===== src/source/rv_core_cfg.svh =====
`ifndef RV_CORE_CFG_SVH
`define RV_CORE_CFG_SVH

// datapath and address width
`define XLEN       32
`define INSTR_W    32

// RV32E register file
`define REG_ADDR_W 4
`define NUM_REGS   16

`define RESET_PC   32'h0000_0000 // first fetch address

`endif


===== src/source/rv_core_pkg.sv =====
package rv_core_pkg;

	// major opcodes of the kept subset
	typedef enum logic [6:0] {
		op_lui    = 7'b0110111,
		op_imm    = 7'b0010011,
		op_reg    = 7'b0110011,
		op_load   = 7'b0000011,
		op_store  = 7'b0100011,
		op_branch = 7'b1100011,
		op_jal    = 7'b1101111
	} opcode_t;

	typedef enum logic [2:0] {
		alu_add,
		alu_sub,
		alu_and,
		alu_or,
		alu_xor,
		alu_slt,   // signed compare
		alu_pass_b // lui
	} alu_op_t;

	// operand source in EX
	typedef enum logic [1:0] {
		fwd_none = 2'd0,
		fwd_mem  = 2'd1, // EX/MEM alu result
		fwd_wb   = 2'd2  // writeback value
	} fwd_sel_t;

endpackage


===== src/source/rv_fetch.sv =====
`timescale 1ns/1ps
`include "rv_core_cfg.svh"

module rv_fetch (
	input  logic                clock,
	input  logic                reset,
	input  logic                stall_i,
	input  logic                redirect_i,
	input  logic [`XLEN-1:0]    redirect_pc_i,
	output logic [`XLEN-1:0]    imem_addr_o,
	input  logic [`INSTR_W-1:0] imem_data_i,
	output logic [`XLEN-1:0]    if_pc_o,
	output logic [`INSTR_W-1:0] if_instr_o,
	output logic                if_valid_o
);

	logic [`XLEN-1:0] pc;

	assign imem_addr_o = pc; // instruction port answers in the same cycle

	always_ff @(posedge clock) begin
		if (reset) begin
			pc         <= `RESET_PC;
			if_valid_o <= 1'b0;
		end else if (redirect_i) begin
			pc         <= redirect_pc_i; // redirect wins over a stall
			if_valid_o <= 1'b0;          // drop the wrong-path fetch
		end else if (!stall_i) begin
			pc         <= pc + 4;
			if_valid_o <= 1'b1;
		end
	end

	// IF/ID payload
	always_ff @(posedge clock) begin
		if (!stall_i && !redirect_i) begin
			if_pc_o    <= pc;
			if_instr_o <= imem_data_i;
		end
	end

	// targets come from execute, so alignment holds across the loop
	pc_aligned: assert property (@(posedge clock) disable iff (reset)
		pc[1:0] == 2'b00);

endmodule


===== src/source/rv_decode.sv =====
`timescale 1ns/1ps
`include "rv_core_cfg.svh"

module rv_decode (
	input  logic                   clock,
	input  logic                   reset,
	input  logic                   stall_i,
	input  logic                   flush_i,
	input  logic [`XLEN-1:0]       if_pc_i,
	input  logic [`INSTR_W-1:0]    if_instr_i,
	input  logic                   if_valid_i,
	input  logic                   wb_we_i,
	input  logic [`REG_ADDR_W-1:0] wb_rd_i,
	input  logic [`XLEN-1:0]       wb_data_i,
	output logic [`REG_ADDR_W-1:0] id_rs1_o,
	output logic [`REG_ADDR_W-1:0] id_rs2_o,
	output logic [`XLEN-1:0]       ex_pc_o,
	output logic [`XLEN-1:0]       ex_rs1_val_o,
	output logic [`XLEN-1:0]       ex_rs2_val_o,
	output logic [`REG_ADDR_W-1:0] ex_rs1_o,
	output logic [`REG_ADDR_W-1:0] ex_rs2_o,
	output logic [`XLEN-1:0]       ex_imm_o,
	output logic [`REG_ADDR_W-1:0] ex_rd_o,
	output rv_core_pkg::alu_op_t   ex_alu_op_o,
	output logic                   ex_use_imm_o,
	output logic                   ex_reg_write_o,
	output logic                   ex_is_load_o,
	output logic                   ex_is_store_o,
	output logic                   ex_is_branch_o,
	output logic                   ex_is_bne_o,
	output logic                   ex_is_jal_o,
	output logic                   ex_valid_o
);

	logic [`XLEN-1:0]       regs [`NUM_REGS];
	logic [`XLEN-1:0]       rs1_val, rs2_val, imm;
	logic [`REG_ADDR_W-1:0] rd;
	logic [2:0]             funct3;
	rv_core_pkg::opcode_t   opcode;
	rv_core_pkg::alu_op_t   alu_op;
	logic                   use_imm, reg_write, is_load, is_store, is_branch, is_jal;
	logic                   known_op;
	logic                   take; // instruction moves on into ID/EX

	// funct3 to alu op, sub only in register form
	function automatic rv_core_pkg::alu_op_t alu_from_funct(input logic [2:0] f3,
		input logic sub);
		case (f3)
			3'b000:  return sub ? rv_core_pkg::alu_sub : rv_core_pkg::alu_add;
			3'b010:  return rv_core_pkg::alu_slt;
			3'b100:  return rv_core_pkg::alu_xor;
			3'b110:  return rv_core_pkg::alu_or;
			3'b111:  return rv_core_pkg::alu_and;
			default: return rv_core_pkg::alu_add;
		endcase
	endfunction

	assign opcode   = rv_core_pkg::opcode_t'(if_instr_i[6:0]);
	assign funct3   = if_instr_i[14:12];
	assign rd       = if_instr_i[10:7]; // RV32E, top index bit ignored
	assign id_rs1_o = if_instr_i[18:15];
	assign id_rs2_o = if_instr_i[23:20];
	assign take     = if_valid_i && !stall_i && !flush_i;

	// --------------------
	// register file
	always_ff @(posedge clock) begin
		if (wb_we_i && wb_rd_i != '0)
			regs[wb_rd_i] <= wb_data_i;
	end

	// same-cycle writeback bypass, x0 always zero
	always_comb begin
		rs1_val = regs[id_rs1_o];
		rs2_val = regs[id_rs2_o];
		if (wb_we_i && wb_rd_i == id_rs1_o)
			rs1_val = wb_data_i;
		if (wb_we_i && wb_rd_i == id_rs2_o)
			rs2_val = wb_data_i;
		if (id_rs1_o == '0)
			rs1_val = '0;
		if (id_rs2_o == '0)
			rs2_val = '0;
	end

	// --------------------
	// controls and immediates
	always_comb begin
		alu_op    = rv_core_pkg::alu_add;
		imm       = {{20{if_instr_i[31]}}, if_instr_i[31:20]}; // I form
		use_imm   = 1'b1;
		reg_write = 1'b0;
		is_load   = 1'b0;
		is_store  = 1'b0;
		is_branch = 1'b0;
		is_jal    = 1'b0;
		known_op  = 1'b1;
		case (opcode)
			rv_core_pkg::op_lui: begin
				imm       = {if_instr_i[31:12], 12'b0};
				alu_op    = rv_core_pkg::alu_pass_b;
				reg_write = 1'b1;
			end
			rv_core_pkg::op_imm: begin
				alu_op    = alu_from_funct(funct3, 1'b0);
				reg_write = 1'b1;
			end
			rv_core_pkg::op_reg: begin
				alu_op    = alu_from_funct(funct3, if_instr_i[30]);
				use_imm   = 1'b0;
				reg_write = 1'b1;
			end
			rv_core_pkg::op_load: begin
				reg_write = 1'b1; // address is rs1 + imm
				is_load   = 1'b1;
			end
			rv_core_pkg::op_store: begin
				imm      = {{20{if_instr_i[31]}}, if_instr_i[31:25], if_instr_i[11:7]};
				is_store = 1'b1;
			end
			rv_core_pkg::op_branch: begin
				imm       = {{20{if_instr_i[31]}}, if_instr_i[7], if_instr_i[30:25],
					if_instr_i[11:8], 1'b0};
				use_imm   = 1'b0; // compare rs1 against rs2
				is_branch = 1'b1;
			end
			rv_core_pkg::op_jal: begin
				imm       = {{12{if_instr_i[31]}}, if_instr_i[19:12], if_instr_i[20],
					if_instr_i[30:21], 1'b0};
				reg_write = 1'b1;
				is_jal    = 1'b1;
			end
			default: known_op = 1'b0;
		endcase
	end

	// --------------------
	// ID/EX register
	always_ff @(posedge clock) begin
		if (reset) begin
			ex_valid_o     <= 1'b0;
			ex_reg_write_o <= 1'b0;
			ex_is_load_o   <= 1'b0;
			ex_is_store_o  <= 1'b0;
			ex_is_branch_o <= 1'b0;
			ex_is_jal_o    <= 1'b0;
		end else begin
			ex_valid_o     <= take; // stall and flush both leave a bubble
			ex_reg_write_o <= take && reg_write;
			ex_is_load_o   <= take && is_load;
			ex_is_store_o  <= take && is_store;
			ex_is_branch_o <= take && is_branch;
			ex_is_jal_o    <= take && is_jal;
		end
	end

	always_ff @(posedge clock) begin
		ex_pc_o      <= if_pc_i;
		ex_rs1_val_o <= rs1_val;
		ex_rs2_val_o <= rs2_val;
		ex_rs1_o     <= id_rs1_o;
		ex_rs2_o     <= id_rs2_o;
		ex_imm_o     <= imm;
		ex_rd_o      <= rd;
		ex_alu_op_o  <= alu_op;
		ex_use_imm_o <= use_imm;
		ex_is_bne_o  <= funct3[0];
	end

	// fetch only hands over words from the kept subset
	known_opcode: assert property (@(posedge clock) disable iff (reset)
		if_valid_i |-> known_op);

endmodule


===== src/source/rv_hazard.sv =====
`timescale 1ns/1ps
`include "rv_core_cfg.svh"

module rv_hazard (
	input  logic [`REG_ADDR_W-1:0] id_rs1_i,
	input  logic [`REG_ADDR_W-1:0] id_rs2_i,
	input  logic                   id_valid_i,
	input  logic [`REG_ADDR_W-1:0] ex_rs1_i,
	input  logic [`REG_ADDR_W-1:0] ex_rs2_i,
	input  logic [`REG_ADDR_W-1:0] ex_rd_i,
	input  logic                   ex_is_load_i,
	input  logic                   ex_reg_write_i,
	input  logic                   ex_valid_i,
	input  logic [`REG_ADDR_W-1:0] mem_rd_i,
	input  logic                   mem_is_load_i,
	input  logic                   mem_reg_write_i,
	input  logic                   mem_valid_i,
	input  logic [`REG_ADDR_W-1:0] wb_rd_i,
	input  logic                   wb_we_i,
	output rv_core_pkg::fwd_sel_t  fwd_a_o,
	output rv_core_pkg::fwd_sel_t  fwd_b_o,
	output logic                   stall_o
);

	// younger MEM writer wins over WB
	function automatic rv_core_pkg::fwd_sel_t pick_src(input logic [`REG_ADDR_W-1:0] rs);
		if (rs == '0)
			return rv_core_pkg::fwd_none;
		if (mem_valid_i && mem_reg_write_i && !mem_is_load_i && mem_rd_i == rs)
			return rv_core_pkg::fwd_mem;
		if (wb_we_i && wb_rd_i == rs)
			return rv_core_pkg::fwd_wb;
		return rv_core_pkg::fwd_none;
	endfunction

	// load data not yet back for this source
	function automatic logic load_pending(input logic [`REG_ADDR_W-1:0] rs);
		logic in_ex;
		logic in_mem;
		in_ex  = ex_valid_i && ex_is_load_i && ex_reg_write_i && ex_rd_i == rs;
		in_mem = mem_valid_i && mem_is_load_i && mem_reg_write_i && mem_rd_i == rs;
		return rs != '0 && (in_ex || in_mem);
	endfunction

	always_comb begin
		fwd_a_o = pick_src(ex_rs1_i);
		fwd_b_o = pick_src(ex_rs2_i);
		stall_o = id_valid_i && (load_pending(id_rs1_i) || load_pending(id_rs2_i));
	end

endmodule


===== src/source/rv_execute.sv =====
`timescale 1ns/1ps
`include "rv_core_cfg.svh"

module rv_execute (
	input  logic                   clock,
	input  logic                   reset,
	input  logic [`XLEN-1:0]       ex_pc_i,
	input  logic [`XLEN-1:0]       ex_rs1_val_i,
	input  logic [`XLEN-1:0]       ex_rs2_val_i,
	input  logic [`XLEN-1:0]       ex_imm_i,
	input  logic [`REG_ADDR_W-1:0] ex_rd_i,
	input  rv_core_pkg::alu_op_t   ex_alu_op_i,
	input  logic                   ex_use_imm_i,
	input  logic                   ex_reg_write_i,
	input  logic                   ex_is_load_i,
	input  logic                   ex_is_store_i,
	input  logic                   ex_is_branch_i,
	input  logic                   ex_is_bne_i,
	input  logic                   ex_is_jal_i,
	input  logic                   ex_valid_i,
	input  rv_core_pkg::fwd_sel_t  fwd_a_i,
	input  rv_core_pkg::fwd_sel_t  fwd_b_i,
	input  logic [`XLEN-1:0]       mem_fwd_data_i,
	input  logic [`XLEN-1:0]       wb_data_i,
	output logic                   redirect_o,
	output logic [`XLEN-1:0]       redirect_pc_o,
	output logic [`XLEN-1:0]       mem_pc_o,
	output logic [`XLEN-1:0]       mem_alu_o,
	output logic [`XLEN-1:0]       mem_store_data_o,
	output logic [`REG_ADDR_W-1:0] mem_rd_o,
	output logic                   mem_reg_write_o,
	output logic                   mem_is_load_o,
	output logic                   mem_is_store_o,
	output logic                   mem_valid_o
);

	logic [`XLEN-1:0] op_a, op_b, alu_b, alu_out;

	function automatic logic [`XLEN-1:0] fwd_mux(input rv_core_pkg::fwd_sel_t sel,
		input logic [`XLEN-1:0] reg_val);
		case (sel)
			rv_core_pkg::fwd_mem: return mem_fwd_data_i;
			rv_core_pkg::fwd_wb:  return wb_data_i;
			default:              return reg_val;
		endcase
	endfunction

	always_comb begin
		op_a = fwd_mux(fwd_a_i, ex_rs1_val_i);
		op_b = fwd_mux(fwd_b_i, ex_rs2_val_i); // also the store data
	end

	assign alu_b = ex_use_imm_i ? ex_imm_i : op_b;

	// --------------------
	// ALU
	always_comb begin
		case (ex_alu_op_i)
			rv_core_pkg::alu_sub:    alu_out = op_a - alu_b;
			rv_core_pkg::alu_and:    alu_out = op_a & alu_b;
			rv_core_pkg::alu_or:     alu_out = op_a | alu_b;
			rv_core_pkg::alu_xor:    alu_out = op_a ^ alu_b;
			rv_core_pkg::alu_slt:    alu_out = {{(`XLEN-1){1'b0}}, $signed(op_a) < $signed(alu_b)};
			rv_core_pkg::alu_pass_b: alu_out = alu_b;
			default:                 alu_out = op_a + alu_b;
		endcase
	end

	// branch resolution, taken path leaves at the end of EX
	assign redirect_o = ex_valid_i && (ex_is_jal_i ||
		(ex_is_branch_i && ((op_a == op_b) != ex_is_bne_i)));
	assign redirect_pc_o = ex_pc_i + ex_imm_i;

	// --------------------
	// EX/MEM register
	always_ff @(posedge clock) begin
		if (reset) begin
			mem_valid_o     <= 1'b0;
			mem_reg_write_o <= 1'b0;
			mem_is_load_o   <= 1'b0;
			mem_is_store_o  <= 1'b0;
		end else begin
			mem_valid_o     <= ex_valid_i;
			mem_reg_write_o <= ex_reg_write_i;
			mem_is_load_o   <= ex_is_load_i;
			mem_is_store_o  <= ex_is_store_i;
		end
	end

	always_ff @(posedge clock) begin
		mem_pc_o         <= ex_pc_i;
		mem_alu_o        <= ex_is_jal_i ? ex_pc_i + 4 : alu_out; // jal links pc+4
		mem_store_data_o <= op_b;
		mem_rd_o         <= ex_rd_i;
	end

endmodule


===== src/source/rv_memory.sv =====
`timescale 1ns/1ps
`include "rv_core_cfg.svh"

module rv_memory (
	input  logic                   clock,
	input  logic                   reset,
	input  logic [`XLEN-1:0]       mem_pc_i,
	input  logic [`XLEN-1:0]       mem_alu_i,
	input  logic [`XLEN-1:0]       mem_store_data_i,
	input  logic [`REG_ADDR_W-1:0] mem_rd_i,
	input  logic                   mem_reg_write_i,
	input  logic                   mem_is_load_i,
	input  logic                   mem_is_store_i,
	input  logic                   mem_valid_i,
	output logic                   dmem_we_o,
	output logic                   dmem_re_o,
	output logic [`XLEN-1:0]       dmem_addr_o,
	output logic [`XLEN-1:0]       dmem_wdata_o,
	input  logic [`XLEN-1:0]       dmem_rdata_i,
	output logic [`XLEN-1:0]       mem_fwd_data_o,
	output logic                   wb_we_o,
	output logic [`REG_ADDR_W-1:0] wb_rd_o,
	output logic [`XLEN-1:0]       wb_data_o,
	output logic                   retire_valid_o,
	output logic [`XLEN-1:0]       retire_pc_o,
	output logic [`REG_ADDR_W-1:0] retire_rd_o,
	output logic [`XLEN-1:0]       retire_data_o
);

	logic             wb_valid, wb_reg_write, wb_is_load;
	logic [`XLEN-1:0] wb_pc, wb_alu;

	// data port, whole words only
	assign dmem_we_o      = mem_valid_i && mem_is_store_i;
	assign dmem_re_o      = mem_valid_i && mem_is_load_i;
	assign dmem_addr_o    = mem_alu_i;
	assign dmem_wdata_o   = mem_store_data_i;
	assign mem_fwd_data_o = mem_alu_i;

	// --------------------
	// MEM/WB register
	always_ff @(posedge clock) begin
		if (reset) begin
			wb_valid     <= 1'b0;
			wb_reg_write <= 1'b0;
			wb_is_load   <= 1'b0;
		end else begin
			wb_valid     <= mem_valid_i;
			wb_reg_write <= mem_reg_write_i;
			wb_is_load   <= mem_is_load_i;
		end
	end

	always_ff @(posedge clock) begin
		wb_pc   <= mem_pc_i;
		wb_alu  <= mem_alu_i;
		wb_rd_o <= mem_rd_i;
	end

	assign wb_we_o   = wb_valid && wb_reg_write;
	assign wb_data_o = wb_is_load ? dmem_rdata_i : wb_alu; // read data lands in WB

	// retire trace, one event per instruction
	assign retire_valid_o = wb_valid;
	assign retire_pc_o    = wb_pc;
	assign retire_rd_o    = wb_we_o ? wb_rd_o : '0; // stores and branches report x0
	assign retire_data_o  = (retire_rd_o != '0) ? wb_data_o : '0;

	// decode never marks one instruction as both load and store
	no_we_with_re: assert property (@(posedge clock) disable iff (reset)
		!(dmem_we_o && dmem_re_o));

endmodule


===== src/source/rv_core_top.sv =====
`timescale 1ns/1ps
`include "rv_core_cfg.svh"

module rv_core_top (
	input  logic                   clock,
	input  logic                   reset,
	output logic [`XLEN-1:0]       imem_addr_o,
	input  logic [`INSTR_W-1:0]    imem_data_i,
	output logic                   dmem_we_o,
	output logic                   dmem_re_o,
	output logic [`XLEN-1:0]       dmem_addr_o,
	output logic [`XLEN-1:0]       dmem_wdata_o,
	input  logic [`XLEN-1:0]       dmem_rdata_i,
	output logic                   retire_valid_o,
	output logic [`XLEN-1:0]       retire_pc_o,
	output logic [`REG_ADDR_W-1:0] retire_rd_o,
	output logic [`XLEN-1:0]       retire_data_o
);

	// fetch and hazard
	logic [`XLEN-1:0]       if_pc, redirect_pc;
	logic [`INSTR_W-1:0]    if_instr;
	logic                   if_valid, stall, redirect;
	rv_core_pkg::fwd_sel_t  fwd_a, fwd_b;
	// ID/EX
	logic [`REG_ADDR_W-1:0] id_rs1, id_rs2, ex_rs1, ex_rs2, ex_rd;
	logic [`XLEN-1:0]       ex_pc, ex_rs1_val, ex_rs2_val, ex_imm;
	rv_core_pkg::alu_op_t   ex_alu_op;
	logic                   ex_use_imm, ex_reg_write, ex_is_load, ex_is_store;
	logic                   ex_is_branch, ex_is_bne, ex_is_jal, ex_valid;
	// EX/MEM and writeback
	logic [`XLEN-1:0]       mem_pc, mem_alu, mem_store_data, mem_fwd_data, wb_data;
	logic [`REG_ADDR_W-1:0] mem_rd, wb_rd;
	logic                   mem_reg_write, mem_is_load, mem_is_store, mem_valid, wb_we;

	rv_fetch u_fetch (
		.clock         (clock),
		.reset         (reset),
		.stall_i       (stall),
		.redirect_i    (redirect),
		.redirect_pc_i (redirect_pc),
		.imem_addr_o   (imem_addr_o),
		.imem_data_i   (imem_data_i),
		.if_pc_o       (if_pc),
		.if_instr_o    (if_instr),
		.if_valid_o    (if_valid)
	);

	rv_decode u_decode (
		.clock          (clock),
		.reset          (reset),
		.stall_i        (stall),
		.flush_i        (redirect), // wrong-path instruction in ID
		.if_pc_i        (if_pc),
		.if_instr_i     (if_instr),
		.if_valid_i     (if_valid),
		.wb_we_i        (wb_we),
		.wb_rd_i        (wb_rd),
		.wb_data_i      (wb_data),
		.id_rs1_o       (id_rs1),
		.id_rs2_o       (id_rs2),
		.ex_pc_o        (ex_pc),
		.ex_rs1_val_o   (ex_rs1_val),
		.ex_rs2_val_o   (ex_rs2_val),
		.ex_rs1_o       (ex_rs1),
		.ex_rs2_o       (ex_rs2),
		.ex_imm_o       (ex_imm),
		.ex_rd_o        (ex_rd),
		.ex_alu_op_o    (ex_alu_op),
		.ex_use_imm_o   (ex_use_imm),
		.ex_reg_write_o (ex_reg_write),
		.ex_is_load_o   (ex_is_load),
		.ex_is_store_o  (ex_is_store),
		.ex_is_branch_o (ex_is_branch),
		.ex_is_bne_o    (ex_is_bne),
		.ex_is_jal_o    (ex_is_jal),
		.ex_valid_o     (ex_valid)
	);

	rv_hazard u_hazard (
		.id_rs1_i        (id_rs1),
		.id_rs2_i        (id_rs2),
		.id_valid_i      (if_valid),
		.ex_rs1_i        (ex_rs1),
		.ex_rs2_i        (ex_rs2),
		.ex_rd_i         (ex_rd),
		.ex_is_load_i    (ex_is_load),
		.ex_reg_write_i  (ex_reg_write),
		.ex_valid_i      (ex_valid),
		.mem_rd_i        (mem_rd),
		.mem_is_load_i   (mem_is_load),
		.mem_reg_write_i (mem_reg_write),
		.mem_valid_i     (mem_valid),
		.wb_rd_i         (wb_rd),
		.wb_we_i         (wb_we),
		.fwd_a_o         (fwd_a),
		.fwd_b_o         (fwd_b),
		.stall_o         (stall)
	);

	rv_execute u_execute (
		.clock            (clock),
		.reset            (reset),
		.ex_pc_i          (ex_pc),
		.ex_rs1_val_i     (ex_rs1_val),
		.ex_rs2_val_i     (ex_rs2_val),
		.ex_imm_i         (ex_imm),
		.ex_rd_i          (ex_rd),
		.ex_alu_op_i      (ex_alu_op),
		.ex_use_imm_i     (ex_use_imm),
		.ex_reg_write_i   (ex_reg_write),
		.ex_is_load_i     (ex_is_load),
		.ex_is_store_i    (ex_is_store),
		.ex_is_branch_i   (ex_is_branch),
		.ex_is_bne_i      (ex_is_bne),
		.ex_is_jal_i      (ex_is_jal),
		.ex_valid_i       (ex_valid),
		.fwd_a_i          (fwd_a),
		.fwd_b_i          (fwd_b),
		.mem_fwd_data_i   (mem_fwd_data),
		.wb_data_i        (wb_data),
		.redirect_o       (redirect),
		.redirect_pc_o    (redirect_pc),
		.mem_pc_o         (mem_pc),
		.mem_alu_o        (mem_alu),
		.mem_store_data_o (mem_store_data),
		.mem_rd_o         (mem_rd),
		.mem_reg_write_o  (mem_reg_write),
		.mem_is_load_o    (mem_is_load),
		.mem_is_store_o   (mem_is_store),
		.mem_valid_o      (mem_valid)
	);

	rv_memory u_memory (
		.clock            (clock),
		.reset            (reset),
		.mem_pc_i         (mem_pc),
		.mem_alu_i        (mem_alu),
		.mem_store_data_i (mem_store_data),
		.mem_rd_i         (mem_rd),
		.mem_reg_write_i  (mem_reg_write),
		.mem_is_load_i    (mem_is_load),
		.mem_is_store_i   (mem_is_store),
		.mem_valid_i      (mem_valid),
		.dmem_we_o        (dmem_we_o),
		.dmem_re_o        (dmem_re_o),
		.dmem_addr_o      (dmem_addr_o),
		.dmem_wdata_o     (dmem_wdata_o),
		.dmem_rdata_i     (dmem_rdata_i),
		.mem_fwd_data_o   (mem_fwd_data),
		.wb_we_o          (wb_we),
		.wb_rd_o          (wb_rd),
		.wb_data_o        (wb_data),
		.retire_valid_o   (retire_valid_o),
		.retire_pc_o      (retire_pc_o),
		.retire_rd_o      (retire_rd_o),
		.retire_data_o    (retire_data_o)
	);

endmodule


===== config.mk =====
export PLATFORM = sky130hd
export DESIGN_NAME = rv_core_top
export DESIGN_NICKNAME = d
export VERILOG_FILES = /design/src/source/rv_core_pkg.sv /design/src/source/rv_fetch.sv /design/src/source/rv_decode.sv /design/src/source/rv_hazard.sv /design/src/source/rv_execute.sv /design/src/source/rv_memory.sv /design/src/source/rv_core_top.sv
export VERILOG_INCLUDE_DIRS = /design/src /design/src/source
export SDC_FILE = /design/constraint.sdc
export NUM_CORES = 2
export LEC_CHECK = 0
export BUFFER_PORTS_ARGS = -buffer_cell sky130_fd_sc_hd__buf_2
export CELL_PAD_IN_SITES_DETAIL_PLACEMENT = 1
export CELL_PAD_IN_SITES_GLOBAL_PLACEMENT = 1
export CORE_UTILIZATION = 55
export CTS_CLUSTER_DIAMETER = 80
export DETAILED_ROUTE_END_ITERATION = 7
export PLACE_DENSITY = 0.83
export SKIP_LAST_GASP = 1
export SLEW_MARGIN = 0
export SYNTH_ARGS = -nofsm -noshare
export SYNTH_HDL_FRONTEND = slang
export SYNTH_HIERARCHICAL = 1
export SYNTH_SLANG_ARGS = --single-unit

===== constraint.sdc =====
create_clock -name clock -period 20.4 [get_ports clock]
set_input_delay 3.06 -clock clock [delete_from_list [all_inputs] [get_ports clock]]
set_output_delay 3.06 -clock clock [all_outputs]
set_load 0.005 [all_outputs]

==> flow_metrics.py <==
metrics = {
    "grt": {
        "grt_pass1_vias": 36210,
        "grt_antenna_before_repair": 17,
        "gr-usage-all-layers": 0.4057,
        "grt_remaining_overflow": 0,
        "grt_max_degree": 98,
        "grt_first_pass_wirelength_mm": 251.3,
    },
    "die": {
        "fp.coreArea_mm2": 0.08356,
        "initial_core_util": 0.5553,
        "row_count": 106,
        "fp.dieH_um": 292.4,
        "io_pins": 233,
        "die-width_um": 292.4,
        "die_area_mm2": 0.08552,
    },
    "critical_path": {
        "cp_max_fo": 33,
        "r2r_setup_slack_ns": 12.92,
        "cp-start-kind": "register",
        "r2r-end": "u_fetch/imem_addr_o[15]",
        "worstSetupEndpoint": "u_fetch/imem_addr_o[15]",
        "cp.required_ns": 20.90,
        "crit_path_start": "u_memory/wb_rd_o[1]",
        "reg2reg_depth": 19,
        "r2r_start": "u_memory/wb_rd_o[1]",
        "critPathKind": "register to register",
        "endpoint_kind": "register",
        "worst-endpoint-arrival_ns": 7.98,
    },
    "clocking": {
        "h-tree-depth": 3,
        "numCtsBuffers": 96,
        "postCtsSetupRepairBufs": 0,
        "ctsResizeCount": 0,
        "cts.clk_slew.worst_paths_ns": 0.06,
        "clkSinkCount": 935,
        "cts_buffer_depth": 3,
        "clk_latency_ns": 0.70,
        "cts_tree": "done",
        "root_buffer": "clkbuf_16",
        "ctsHoldBuffers": 0,
    },
    "finish": {
        "layout.cells.non_filler": 4853,
        "drive_gt1_frac": 0.2226,
        "nets": 3885,
        "area_growth_pct": 10.36,
        "fin_area_mm2": 0.05120,
        "utilization": 0.6128,
    },
    "flow_run": {
        "max-cap-violations": 1,
    },
    "synth": {
        "yosysTopAreaCellShare": 0.3728,
        "ys_ff_latch": 935,
        "async_reset_ff_frac": 0,
        "synth-edff-count": 576,
        "syn_area_per_cell_um2": 12.91,
        "synth.most_common_cell": "edfxtp_1",
        "netlist_area_mm2": 0.04640,
        "synth_warnings": 6,
        "synthTopCellsByArea": "edfxtp_1 (37%), dfxtp_1 (15%), mux4_2 (12%), ha_1 (3.6%), a22oi_1 (2.8%)",
        "seq_area_frac_synth": 0.5277,
        "synth_commonest_cells": "edfxtp_1 (576), dfxtp_1 (359), mux4_2 (256)",
        "synth_area_leader_cell": "edfxtp_1",
        "synth_ff_type": "edfxtp_1",
        "synth_cell_types": 105,
        "syn_inst": 3594,
    },
    "routing": {
        "routedWlPerCell_um": 36.15,
        "via_per_inst": 7.288,
        "dr.first_iter.drc_count": 5236,
        "final_antenna_net_count": 0,
        "firstDrtPassIters": 8,
        "drc": 0,
        "num_vias": 35370,
        "drt_wl_total_mm": 175.5,
    },
    "timing": {
        "fin_crit_sh": 0.3666,
        "worstMarginPinSlew_ns": 1.658,
        "clock_skew_ns": 0.04322,
        "max_slew_margin": -0.1171,
        "fin_crit_ns": 7.478,
        "rsz0062_at_grt": "false",
        "timing.fmax_mhz": 133.7,
        "setup_tns_ns": 0,
        "setup_violations": 0,
        "hold_violations": 0,
        "drv_slew": 4,
        "hold_ws_ns": 0.3149,
    },
    "status": {
        "status": "complete, but fails checks",
        "violations": "max-capacitance violations, max-slew violations",
    },
    "placed_design": {
        "place_congestion": 1.000,
        "portBuffers": 232,
        "dp_cells": 4665,
        "dpl_cell_area_mm2": 0.04778,
        "hpwl_mm": 111.4,
    },
    "pwr": {
        "power_density_mw_per_mm2": 97.35,
        "peakVddDrop_uv": 80.12,
        "power.leakage_nw": 19.18,
    },
    "hold_path": {
        "hold_path.class": "register to register",
    },
}
[report_power, final]
group          internal [W]  switching (W)  total [W]  leakage, nW
clock               0.00112       0.000797    0.00191         1.65
sequential          0.00218       0.000131    0.00231         8.33
combinational      0.000261       0.000499   0.000760         9.20
[how the worst min path moves through the flow]
stage | cells after the start | to | from
after CTS | 0 | u_memory/retire_pc_o[15] | u_execute/mem_pc_o[15]
after global placement | 0 | u_memory/retire_pc_o[18] | u_execute/mem_pc_o[18]
after detailed placement | 0 | u_memory/retire_pc_o[20] | u_execute/mem_pc_o[20]
after floorplan | 0 | u_memory/retire_pc_o[0] | u_execute/mem_pc_o[0]
final | 0 | u_memory/retire_pc_o[15] | u_execute/mem_pc_o[15]
after global routing | 0 | u_memory/retire_pc_o[15] | u_execute/mem_pc_o[15]
[cell families (layout without fill, tap and decap cells)]
family          count (synthesis)  count (layout)  share of synthesized area
other cells                     1              41                 0.00008083
fa+ha+maj                     137             137                    0.03738
flops                         935             935                     0.5277
buf+inv                       471             610                    0.05305
simple gates                  702             702                    0.07689
compound gates                875             875                     0.1337
mux                           326             326                     0.1433
xor+xnor                      147             147                    0.02791
[cell usage in the layout (no fill, tap or decap), types with 15 or more instances in the layout]
master / count
and3_1: 20
a21oi_1: 151
edfxtp_1: 576
o211ai_1: 22
nand2_1: 215
clkbuf_16: 98
conb_1: 32
buf_4: 64
inv_1: 131
a311oi_1: 16
xor2_1: 34
nor2_1: 128
nand4_1: 28
a21o_1: 48
nor2b_1: 32
a31oi_1: 17
nand3_1: 47
or3_1: 23
o21ai_0: 119
mux2_2: 25
nor4_1: 28
a221o_1: 39
o21ai_1: 34
mux2_4: 30
dfxtp_1: 356
buf_2: 232
a211oi_1: 32
nor2_4: 15
a22o_1: 72
mux4_2: 256
a221oi_1: 18
nand2b_1: 17
o21bai_1: 17
xnor2_1: 112
ha_1: 132
clkbuf_1: 18
nor3b_1: 30
mux2i_1: 15
a22oi_1: 170
nor3_1: 42
[critical path, cell delays in order (launching register included)]
cell and delay, ns:
dfxtp_1 0.83, xnor2_1 0.19, nand4_1 0.11, nor3_1 0.50
ha_1 0.22, buf_4 0.42, inv_2 0.44, o21ai_0 1.39
xnor2_1 0.18, nor4_1 0.31, nand4_1 0.15, or3_1 0.37
nand2_1 0.21, a21oi_1 0.13, nor2b_1 0.13, buf_4 0.27
inv_1 0.35, buf_4 0.37, and4_1 0.24, a2111oi_0 0.44
[sequential cells by signal, summed over array words and instances, names as in the netlist, 32 cells and up]
name and count:
u_decode/ex_rs2_val_o 32, u_execute/mem_alu_o 32, u_fetch/if_instr_o 32, u_fetch/imem_addr_o 32, u_execute/mem_pc_o 32, u_decode/ex_rs1_val_o 32
u_decode/ex_pc_o 32, u_decode/ex_imm_o 32, u_execute/mem_store_data_o 32, u_decode/regs 512, u_fetch/if_pc_o 32, u_memory/retire_pc_o 32
u_memory/wb_alu 32
[final cells by class]
type | count | area [um^2]
Antenna cell | 9 | 22.52
Clock buffer | 130 | 2713
Clock inverter | 49 | 684.4
Fill cell | 8118 | 32350
Inverter | 134 | 503.0
Multi-Input combinational cell | 2219 | 19780
Sequential cell | 935 | 24490
Tap cell | 1080 | 1351
Timing Repair Buffer | 297 | 1662
[metal layers]
metal,GRT usage,routed length [um],up-vias
li1,-,-,14000
met1,0.5275,63620,17820
met2,0.6197,78930,2819
met3,0.1008,20950,721
met4,0.2375,11830,10
met5,0,126,-
[stage by stage]
step                      power, W  setup slack [ns]
final                     0.004985             12.92
after global routing      0.005076             12.94
after CTS                 0.004952             13.07
after detailed placement  0.003056             12.63
after global placement    0.003024             12.80
after floorplan           0.002787             12.01
(Power assumes the default switching activity.)
